**src/hdl/decode_macros.svh**
```systemverilog
/*
 * decode front end widths, buffer depth and architectural register constants
 */
`ifndef DECODE_MACROS_SVH
`define DECODE_MACROS_SVH

// ============================================================
// pipeline widths
// ============================================================
`define FETCH_WIDTH   2
`define DECODE_WIDTH  2
// must stay a power of two
`define IBUF_DEPTH    8

// ============================================================
// data and register widths
// ============================================================
`define XLEN          32
`define AREG_W        5

// ============================================================
// fixed register numbers and csr rj codes
// ============================================================
`define REG_RA        5'd1
`define CSR_RJ_READ   5'd0
`define CSR_RJ_WRITE  5'd1

`endif

```
**src/hdl/decode_pkg.sv**
```systemverilog
/*
 * decode types: instruction word views, pre-decode enums,
 * fetched and decoded entry structs
 */
`default_nettype none
`include "decode_macros.svh"

package decode_pkg;

  // ============================================================
  // instruction word
  // ============================================================
  // register field view, rd in the lowest bits
  typedef struct packed {
    logic [16:0] opcode;
    logic [4:0]  rk;
    logic [4:0]  rj;
    logic [4:0]  rd;
  } instr_reg_t;

  // immediate source view, 26 bits below the major opcode
  typedef struct packed {
    logic [5:0]  major_op;
    logic [25:0] src;
  } instr_imm_t;

  typedef union packed {
    instr_reg_t reg_view;
    instr_imm_t imm_view;
  } instr_u;

  // ============================================================
  // pre-decode classes
  // ============================================================
  typedef enum logic [1:0] {
    SRC_R0 = 2'd0,
    SRC_RD = 2'd1,
    SRC_RJ = 2'd2,
    SRC_RK = 2'd3
  } src_type_e;

  typedef enum logic [1:0] {
    DEST_R0 = 2'd0,
    DEST_RD = 2'd1,
    DEST_JD = 2'd2,
    DEST_RA = 2'd3
  } dest_type_e;

  typedef enum logic [3:0] {
    IMM_NONE = 4'd0,
    IMM_UI5  = 4'd1,
    IMM_UI12 = 4'd2,
    IMM_SI12 = 4'd3,
    IMM_SI14 = 4'd4,
    IMM_SI16 = 4'd5,
    IMM_SI20 = 4'd6,
    IMM_SI26 = 4'd7,
    IMM_PC   = 4'd8
  } imm_type_e;

  typedef enum logic [2:0] {
    PRIV_NONE      = 3'd0,
    PRIV_CSR_XCHG  = 3'd1,
    PRIV_CSR_READ  = 3'd2,
    PRIV_CSR_WRITE = 3'd3,
    PRIV_RDCNTVL   = 3'd4,
    PRIV_RDCNTID   = 3'd5
  } priv_op_e;

  // ============================================================
  // buffer entry and decoded slot
  // ============================================================
  typedef struct packed {
    logic [`XLEN-1:0] pc;
    instr_u           instr;
    src_type_e        src0_type;
    src_type_e        src1_type;
    dest_type_e       dest_type;
    imm_type_e        imm_type;
    priv_op_e         priv_op;
  } fetch_entry_t;

  typedef struct packed {
    logic [`XLEN-1:0]   pc;
    instr_u             instr;
    logic [`AREG_W-1:0] src0;
    logic [`AREG_W-1:0] src1;
    logic [`AREG_W-1:0] dest;
    logic [`XLEN-1:0]   imm;
    priv_op_e           priv_op;
  } decoded_t;

endpackage

`default_nettype wire

```
**src/hdl/decode_frontend.sv**
```systemverilog
/*
 * decode front end top: instruction buffer and two decode slots
 */
`default_nettype none
`timescale 1ns/1ps
`include "decode_macros.svh"

module decode_frontend
  import decode_pkg::*;
(
  input  logic                             clk,
  input  logic                             rst_n,
  input  logic                             flush_i,
  input  logic                             wr_valid_i,
  input  logic [1:0]                       wr_num_i,
  input  fetch_entry_t [`FETCH_WIDTH-1:0]  wr_data_i,
  output logic                             wr_ready_o,
  output logic [`DECODE_WIDTH-1:0]         dec_valid_o,
  output decoded_t [`DECODE_WIDTH-1:0]     dec_o,
  input  logic                             dec_ready_i
);

  fetch_entry_t [`DECODE_WIDTH-1:0] head;

  // ============================================================
  // instruction buffer
  // ============================================================
  inst_buffer #(
    .DEPTH (`IBUF_DEPTH)
  ) u_inst_buffer (
    .clk        (clk),
    .rst_n      (rst_n),
    .flush_i    (flush_i),
    .wr_valid_i (wr_valid_i),
    .wr_num_i   (wr_num_i),
    .wr_data_i  (wr_data_i),
    .wr_ready_o (wr_ready_o),
    .rd_valid_o (dec_valid_o),
    .rd_data_o  (head),
    .rd_ready_i (dec_ready_i)
  );

  // ============================================================
  // decode slots, slot 0 is the oldest
  // ============================================================
  for (genvar k = 0; k < `DECODE_WIDTH; k++) begin : g_slot
    logic [`AREG_W-1:0] src0;
    logic [`AREG_W-1:0] src1;
    logic [`AREG_W-1:0] dest;
    logic [`XLEN-1:0]   imm;
    priv_op_e           priv_op;

    operand_decoder u_operand_decoder (
      .entry_i   (head[k]),
      .src0_o    (src0),
      .src1_o    (src1),
      .dest_o    (dest),
      .priv_op_o (priv_op)
    );

    imm_extender u_imm_extender (
      .instr_i    (head[k].instr),
      .imm_type_i (head[k].imm_type),
      .pc_i       (head[k].pc),
      .imm_o      (imm)
    );

    assign dec_o[k] = '{pc: head[k].pc, instr: head[k].instr, src0: src0, src1: src1,
                        dest: dest, imm: imm, priv_op: priv_op};
  end

endmodule

`default_nettype wire

```
**src/hdl/imm_extender.sv**
```systemverilog
/*
 * immediate field extraction and sign, zero or pc-relative extension
 */
`default_nettype none
`timescale 1ns/1ps
`include "decode_macros.svh"

module imm_extender
  import decode_pkg::*;
(
  input  instr_u           instr_i,
  input  imm_type_e        imm_type_i,
  input  logic [`XLEN-1:0] pc_i,
  output logic [`XLEN-1:0] imm_o
);

  logic [25:0]      src;
  logic [`XLEN-1:0] si20;

  assign src  = instr_i.imm_view.src;
  // shared by lu12i style and pc-relative forms
  assign si20 = {{(`XLEN-20){src[24]}}, src[24:5]};

  always_comb begin
    case (imm_type_i)
      IMM_UI5:  imm_o = {{(`XLEN-5){1'b0}}, src[14:10]};
      IMM_UI12: imm_o = {{(`XLEN-12){1'b0}}, src[21:10]};
      IMM_SI12: imm_o = {{(`XLEN-12){src[21]}}, src[21:10]};
      IMM_SI14: imm_o = {{(`XLEN-14){src[23]}}, src[23:10]};
      IMM_SI16: imm_o = {{(`XLEN-16){src[25]}}, src[25:10]};
      IMM_SI20: imm_o = si20;
      // branch offset, low field holds the upper bits
      IMM_SI26: imm_o = {{(`XLEN-26){src[9]}}, src[9:0], src[25:10]};
      IMM_PC:   imm_o = pc_i + si20;
      default:  imm_o = '0;
    endcase
  end

endmodule

`default_nettype wire

```
**src/hdl/inst_buffer.sv**
```systemverilog
/*
 * circular instruction buffer, up to FETCH_WIDTH writes and
 * DECODE_WIDTH reads per cycle, with flush
 */
`default_nettype none
`timescale 1ns/1ps
`include "decode_macros.svh"

module inst_buffer
  import decode_pkg::*;
#(
  parameter int DEPTH = `IBUF_DEPTH
) (
  input  logic                             clk,
  input  logic                             rst_n,
  input  logic                             flush_i,
  input  logic                             wr_valid_i,
  input  logic [1:0]                       wr_num_i,
  input  fetch_entry_t [`FETCH_WIDTH-1:0]  wr_data_i,
  output logic                             wr_ready_o,
  output logic [`DECODE_WIDTH-1:0]         rd_valid_o,
  output fetch_entry_t [`DECODE_WIDTH-1:0] rd_data_o,
  input  logic                             rd_ready_i
);

  localparam int PTR_W = $clog2(DEPTH);
  localparam int CNT_W = PTR_W + 1;

  fetch_entry_t     mem [DEPTH];
  logic [PTR_W-1:0] wr_ptr;
  logic [PTR_W-1:0] rd_ptr;
  logic [CNT_W-1:0] count;
  logic [CNT_W-1:0] free_cnt;
  logic [CNT_W-1:0] push_num;
  logic [CNT_W-1:0] pop_num;
  logic             wr_fire;

  // ============================================================
  // write side
  // ============================================================
  assign free_cnt   = CNT_W'(DEPTH) - count;
  // room for a full fetch group
  assign wr_ready_o = free_cnt >= CNT_W'(`FETCH_WIDTH);
  // a write in the flush cycle is dropped
  assign wr_fire    = wr_valid_i & wr_ready_o & ~flush_i;
  assign push_num   = wr_fire ? CNT_W'(wr_num_i) : '0;

  // ============================================================
  // read side
  // ============================================================
  // slot k sees the k-th oldest entry, reads wrap with the pointer
  always_comb begin
    pop_num = '0;
    for (int k = 0; k < `DECODE_WIDTH; k++) begin
      rd_valid_o[k] = count > CNT_W'(k);
      rd_data_o[k]  = mem[rd_ptr + PTR_W'(k)];
      if (rd_ready_i && rd_valid_o[k]) begin
        pop_num = pop_num + CNT_W'(1);
      end
    end
  end

  // ============================================================
  // pointers and occupancy
  // ============================================================
  always_ff @(posedge clk or negedge rst_n) begin
    if (!rst_n) begin
      wr_ptr <= '0;
      rd_ptr <= '0;
      count  <= '0;
    end else if (flush_i) begin
      wr_ptr <= '0;
      rd_ptr <= '0;
      count  <= '0;
    end else begin
      wr_ptr <= wr_ptr + push_num[PTR_W-1:0];
      rd_ptr <= rd_ptr + pop_num[PTR_W-1:0];
      count  <= count + push_num - pop_num;
    end
  end

  // entry storage
  // slots 0 .. wr_num_i-1 land at consecutive positions
  always_ff @(posedge clk) begin
    if (wr_fire) begin
      for (int i = 0; i < `FETCH_WIDTH; i++) begin
        if (CNT_W'(i) < push_num) begin
          mem[wr_ptr + PTR_W'(i)] <= wr_data_i[i];
        end
      end
    end
  end

endmodule

`default_nettype wire

```
**src/hdl/operand_decoder.sv**
```systemverilog
/*
 * architectural register selection and privileged op refinement
 * for one decode slot
 */
`default_nettype none
`timescale 1ns/1ps
`include "decode_macros.svh"

module operand_decoder
  import decode_pkg::*;
(
  input  fetch_entry_t       entry_i,
  output logic [`AREG_W-1:0] src0_o,
  output logic [`AREG_W-1:0] src1_o,
  output logic [`AREG_W-1:0] dest_o,
  output priv_op_e           priv_op_o
);

  instr_reg_t fields;

  assign fields = entry_i.instr.reg_view;

  // pick the field a source type names
  function automatic logic [`AREG_W-1:0] sel_src(src_type_e t, instr_reg_t f);
    logic [`AREG_W-1:0] r;
    case (t)
      SRC_RD:  r = f.rd;
      SRC_RJ:  r = f.rj;
      SRC_RK:  r = f.rk;
      default: r = '0;
    endcase
    return r;
  endfunction

  // ============================================================
  // register numbers
  // ============================================================
  assign src0_o = sel_src(entry_i.src0_type, fields);
  assign src1_o = sel_src(entry_i.src1_type, fields);

  always_comb begin
    case (entry_i.dest_type)
      DEST_RD: dest_o = fields.rd;
      // jirl style link register, rj merged into rd
      DEST_JD: dest_o = fields.rj | fields.rd;
      DEST_RA: dest_o = `REG_RA;
      default: dest_o = '0;
    endcase
  end

  // ============================================================
  // privileged op refinement
  // ============================================================
  always_comb begin
    priv_op_o = entry_i.priv_op;
    case (entry_i.priv_op)
      PRIV_CSR_XCHG: begin
        if (fields.rj == `CSR_RJ_READ) begin
          priv_op_o = PRIV_CSR_READ;
        end else if (fields.rj == `CSR_RJ_WRITE) begin
          priv_op_o = PRIV_CSR_WRITE;
        end
      end
      // rdcntvl with a nonzero rj is rdcntid
      PRIV_RDCNTVL: begin
        if (fields.rj != '0) begin
          priv_op_o = PRIV_RDCNTID;
        end
      end
      default: begin
      end
    endcase
  end

endmodule

`default_nettype wire

```
**config.mk**
```make
export PLATFORM = sky130hd
export DESIGN_NAME = decode_frontend
export DESIGN_NICKNAME = d
export VERILOG_FILES = /design/src/hdl/decode_pkg.sv /design/src/hdl/decode_frontend.sv /design/src/hdl/imm_extender.sv /design/src/hdl/inst_buffer.sv /design/src/hdl/operand_decoder.sv
export VERILOG_INCLUDE_DIRS = /design/src /design/src/hdl
export SDC_FILE = /design/constraint.sdc
export NUM_CORES = 2
export LEC_CHECK = 0
export BUFFER_PORTS_ARGS = -buffer_cell sky130_fd_sc_hd__buf_2
export CAP_MARGIN = 30
export CORE_MARGIN = 2
export CORE_UTILIZATION = 65
export DETAILED_ROUTE_END_ITERATION = 10
export PLACE_DENSITY = 0.89
export SKIP_CTS_REPAIR_TIMING = 1
export SYNTH_ARGS = -nofsm -noshare
export SYNTH_HDL_FRONTEND = slang
export SYNTH_SLANG_ARGS = --single-unit
```
**constraint.sdc**
```tcl
create_clock -name clk -period 14.1 [get_ports clk]
set_input_delay 0.705 -clock clk [delete_from_list [all_inputs] [get_ports clk]]
set_output_delay 0.705 -clock clk [all_outputs]
set_load 0.005 [all_outputs]
```
==> impl_results.md <==
- Max IR drop VDD: 0.000172 V
- Fin crit share: 61.2%
- Power Density: 214 nW/um2
- P&R area growth vs syn: 12.3%
- Worst Reg2Reg Path Length in Cells: 11
- Kind of critical path: flop to output pin
- Die footprint: 64800 um2
- Boundary Pins: around 390
- Largest net degree at the start of global routing: 146
- Slew at the pin closest to its max-slew limit: roughly 1.2 ns
- Drt drc: 0
- Placed inst area: 43500 um2
- Port buffer count: 391
- Starting Density: 65.9%
- H-tree Lvls: 3
- Cells after Synth: 2733
- Via count: 30.6k
- Vias in the first global route: 30.0k
- Drt pass-1 iters: 8
- Post-synthesis mux area share: between 30% and 40%
- Slew headroom: 17.6%
- Violation count after the first detailed-routing iteration: 4836
- Routability-driven placement congestion ratio: 1.03
- Setup slack on the worst flop-to-flop path: 9.22 ns
- Final instance area: 45800 um2
- Max-slew violation count: 0
- Detail Placement HPWL: 86.8 mm
- Root Driver: clkbuf_16
- Total CTS buffers: between 60 and 70
- Synthesized flop and latch total: between 600 and 700
- Tmin final: between 8 and 9 ns
- Final nets: 3305
- Final WS setup: approximately 5.5 ns
- Fill cells: 3629
- CP Capture Type: output pin
- CTS tree: done
- Final WL: 139 mm
- Setup tns final: 0 ns
- Top cells by area, synth: edfxtp_1, mux2_2, mux4_2, ha_1, a21oi_1
- Die Wd: ~250 um
- Primary FF master, synth: edfxtp_1
- Post-Route Utilization: about 74%
- Final hold slack: slightly above 0.4 ns
- Synth top area share: 45.3%
- GRT Residual Overflow: 0
- Pre-CTS setup slack: 6.30 ns
- Simple-gate share of the synthesized area: 3.30%
- Routed len/inst: 35.0 um
- Clock buffer depth: 3
- Max_cap viols: 0
- YS warnings: 0
- Core area: 61900 um2
- Post-Syn Nets: 2975
- Initial antenna violation count: 37
- Status: completed
- Yosys cell types: 79
- Yosys top cell by area: edfxtp_1
- Main combinational cell family by area after synthesis: multiplexers
- Pleak: roughly 16 nW
- Drt via density: 7.67
- CP arrival: 7.92 ns
- Adder-Cell Fraction of Synth Area: 2.59%
- RSZ-0062 raised after global routing: false
- Post-synthesis compound-gate area fraction: 5.69%
- Final ANT Viol Nets: 0
- Sequential fraction of the synthesis area: between 40% and 50%
- Maximum clock rate: 116 MHz
- Number of synthesized flops with an enable pin: roughly 620
- Site row count: 91
- Syn_area_per_cell: 14.9 um2
- Final Skew: 0.0258 ns
- Clk sinks: approximately 630
- Placed Cells: 3827
- Post-Syn Area: 40800 um2
- Total GRT Usage: 42.1%
- CTS clock-pin slew for the worst setup and hold paths: 0.06 ns
- Setup violators final: 0
- Ys async rst share: 1.60%
- Global-route wire length before repair: 197 mm
- Post-Layout Cell Count: 3986
- Tot Pwr: about 9.8 mW
- Depth of the worst hold-timing path: 2
- Clock Latency Late Sink: between 0.6 and 0.7 ns
- Hold Path Class: input pin to flop
- Xor/xnor share of the synthesized area: 1.16%
- Share of post-route cells with drive strength above 1: around half
- Chip height: 255 um
- Hold Vio Cnt, Final: 0
- Peak fanout along the critical path: 49
- Worst Setup Start Kind: flop
- CP Data Required Time: 13.40 ns
cells by family after synthesis:
| kind of cell | after synthesis |
|---|---|
| fa+ha+maj | 81 |
| buf+inv | 250 |
| mux | 1089 |
| simple gates | 274 |
| flops | 626 |
| compound gates | 359 |
| xor+xnor | 54 |
critical path, stage by stage (launching register included):
cell       delay [ns]
dfrtp_4          1.08
ha_4             0.78
buf_4            0.86
mux4_2           0.48
mux2i_1          0.67
inv_1            0.52
ha_1             0.57
nand4_1          0.12
a211oi_1         0.38
o2111ai_1        0.19
a31oi_1          0.28
o41ai_1          0.18
a2111oi_0        0.62
nor3_1           0.10
o31ai_1          0.27
buf_2            0.16
registers in the layout, indices dropped and copies added (netlist names):
name	flops
u_inst_buffer.mem	616
u_inst_buffer.wr_ptr	3
u_inst_buffer.rd_ptr	3
u_inst_buffer.count	4
final cells by class:
type / instances / area (um2) / area share (%)
multi-input cells: 1857 / 21100 / 46.0
repair buffers: 442 / 2430 / 5.31
flip-flops and latches: 626 / 18800 / 40.9
inverters: 68 / 255 / 0.557
diodes: 38 / 95.1 / 0.208
clock inverters: 32 / 370 / 0.808
well taps: 837 / 1050 / 2.29
clock buffers: 86 / 1770 / 3.86
metal layers:
| metal | vias up | GRT usage (%) | wire (um) |
|---|---|---|---|
| li1 | 11900 | - | - |
| met5 | - | 0 | 123 |
| met1 | 15100 | 51.7 | 45200 |
| met4 | 18 | 28.9 | 9840 |
| met3 | 612 | 13.9 | 20800 |
| met2 | 2911 | 63.9 | 63500 |
placed cells by master (no fill, tap or decap), types with 6 or more instances in the layout:
| cell type | netlist | routed |
|---|---|---|
| mux4_2 | 308 | 308 |
| nor3_1 | 20 | 18 |
| nand2b_1 | 9 | 9 |
| clkbuf_1 | 63 | 18 |
| o2111ai_1 | 9 | 9 |
| nand2_1 | 65 | 63 |
| a21o_1 | 17 | 17 |
| diode_2 | 0 | 38 |
| or3_1 | 7 | 7 |
| mux2_2 | 735 | 735 |
| o21ai_0 | 82 | 82 |
| a22oi_1 | 19 | 19 |
| xnor2_1 | 30 | 30 |
| nor2b_1 | 13 | 13 |
| a211oi_1 | 8 | 8 |
| nor2_1 | 84 | 82 |
| mux2i_1 | 42 | 42 |
| ha_1 | 75 | 74 |
| o21a_1 | 12 | 12 |
| nand4_1 | 19 | 19 |
| o31ai_1 | 12 | 10 |
| and2_1 | 7 | 7 |
| o21bai_1 | 8 | 6 |
| dfrtp_1 | 10 | 7 |
| buf_4 | 17 | 44 |
| a31oi_1 | 9 | 9 |
| a21boi_0 | 6 | 6 |
| a221oi_1 | 9 | 9 |
| clkbuf_16 | 0 | 68 |
| and3_1 | 10 | 10 |
| buf_2 | 83 | 391 |
| bufinv_16 | 0 | 6 |
| xor2_1 | 24 | 23 |
| edfxtp_1 | 616 | 616 |
| a21oi_1 | 92 | 92 |
| clkinv_1 | 0 | 12 |
| nand3_1 | 20 | 20 |
| o22ai_1 | 27 | 27 |
| fa_1 | 6 | 6 |
| inv_1 | 68 | 68 |
where the power goes:
part / internal (mW) / switching (mW) / total [mW] / leakage, nW
sequential: 2.15 / 0.0961 / 2.25 / 5.69
clock: 1.01 / 0.769 / 1.78 / 1.04
combinational: 2.33 / 3.44 / 5.77 / 8.90
total: 5.49 / 4.30 / 9.79 / 15.6
synth_stat cells, drive strengths merged, types with 44 or more instances:
library cell / instances
mux2: 737
edfxtp: 616
mux4: 308
buf: 119
a21oi: 94
nor2: 85
o21ai: 84
ha: 75
inv: 68
nand2: 65
clkbuf: 63
mux2i: 44
worst paths after layout:
| path | endpoint | startpoint |
|---|---|---|
| worst max-delay path | dec_o[147] | u_inst_buffer.rd_ptr[1] |
| worst min-delay path | u_inst_buffer.rd_ptr[2] | flush_i |
| worst max register to register | u_inst_buffer.mem[1][26] | u_inst_buffer.count[1] |
| worst min register to register | u_inst_buffer.count[3] | u_inst_buffer.count[3] |
| max in group asynchronous | u_inst_buffer.rd_ptr[0] | rst_n |
| min in group asynchronous | u_inst_buffer.count[3] | rst_n |
Note: power is estimated with default switching activity, not from simulation.
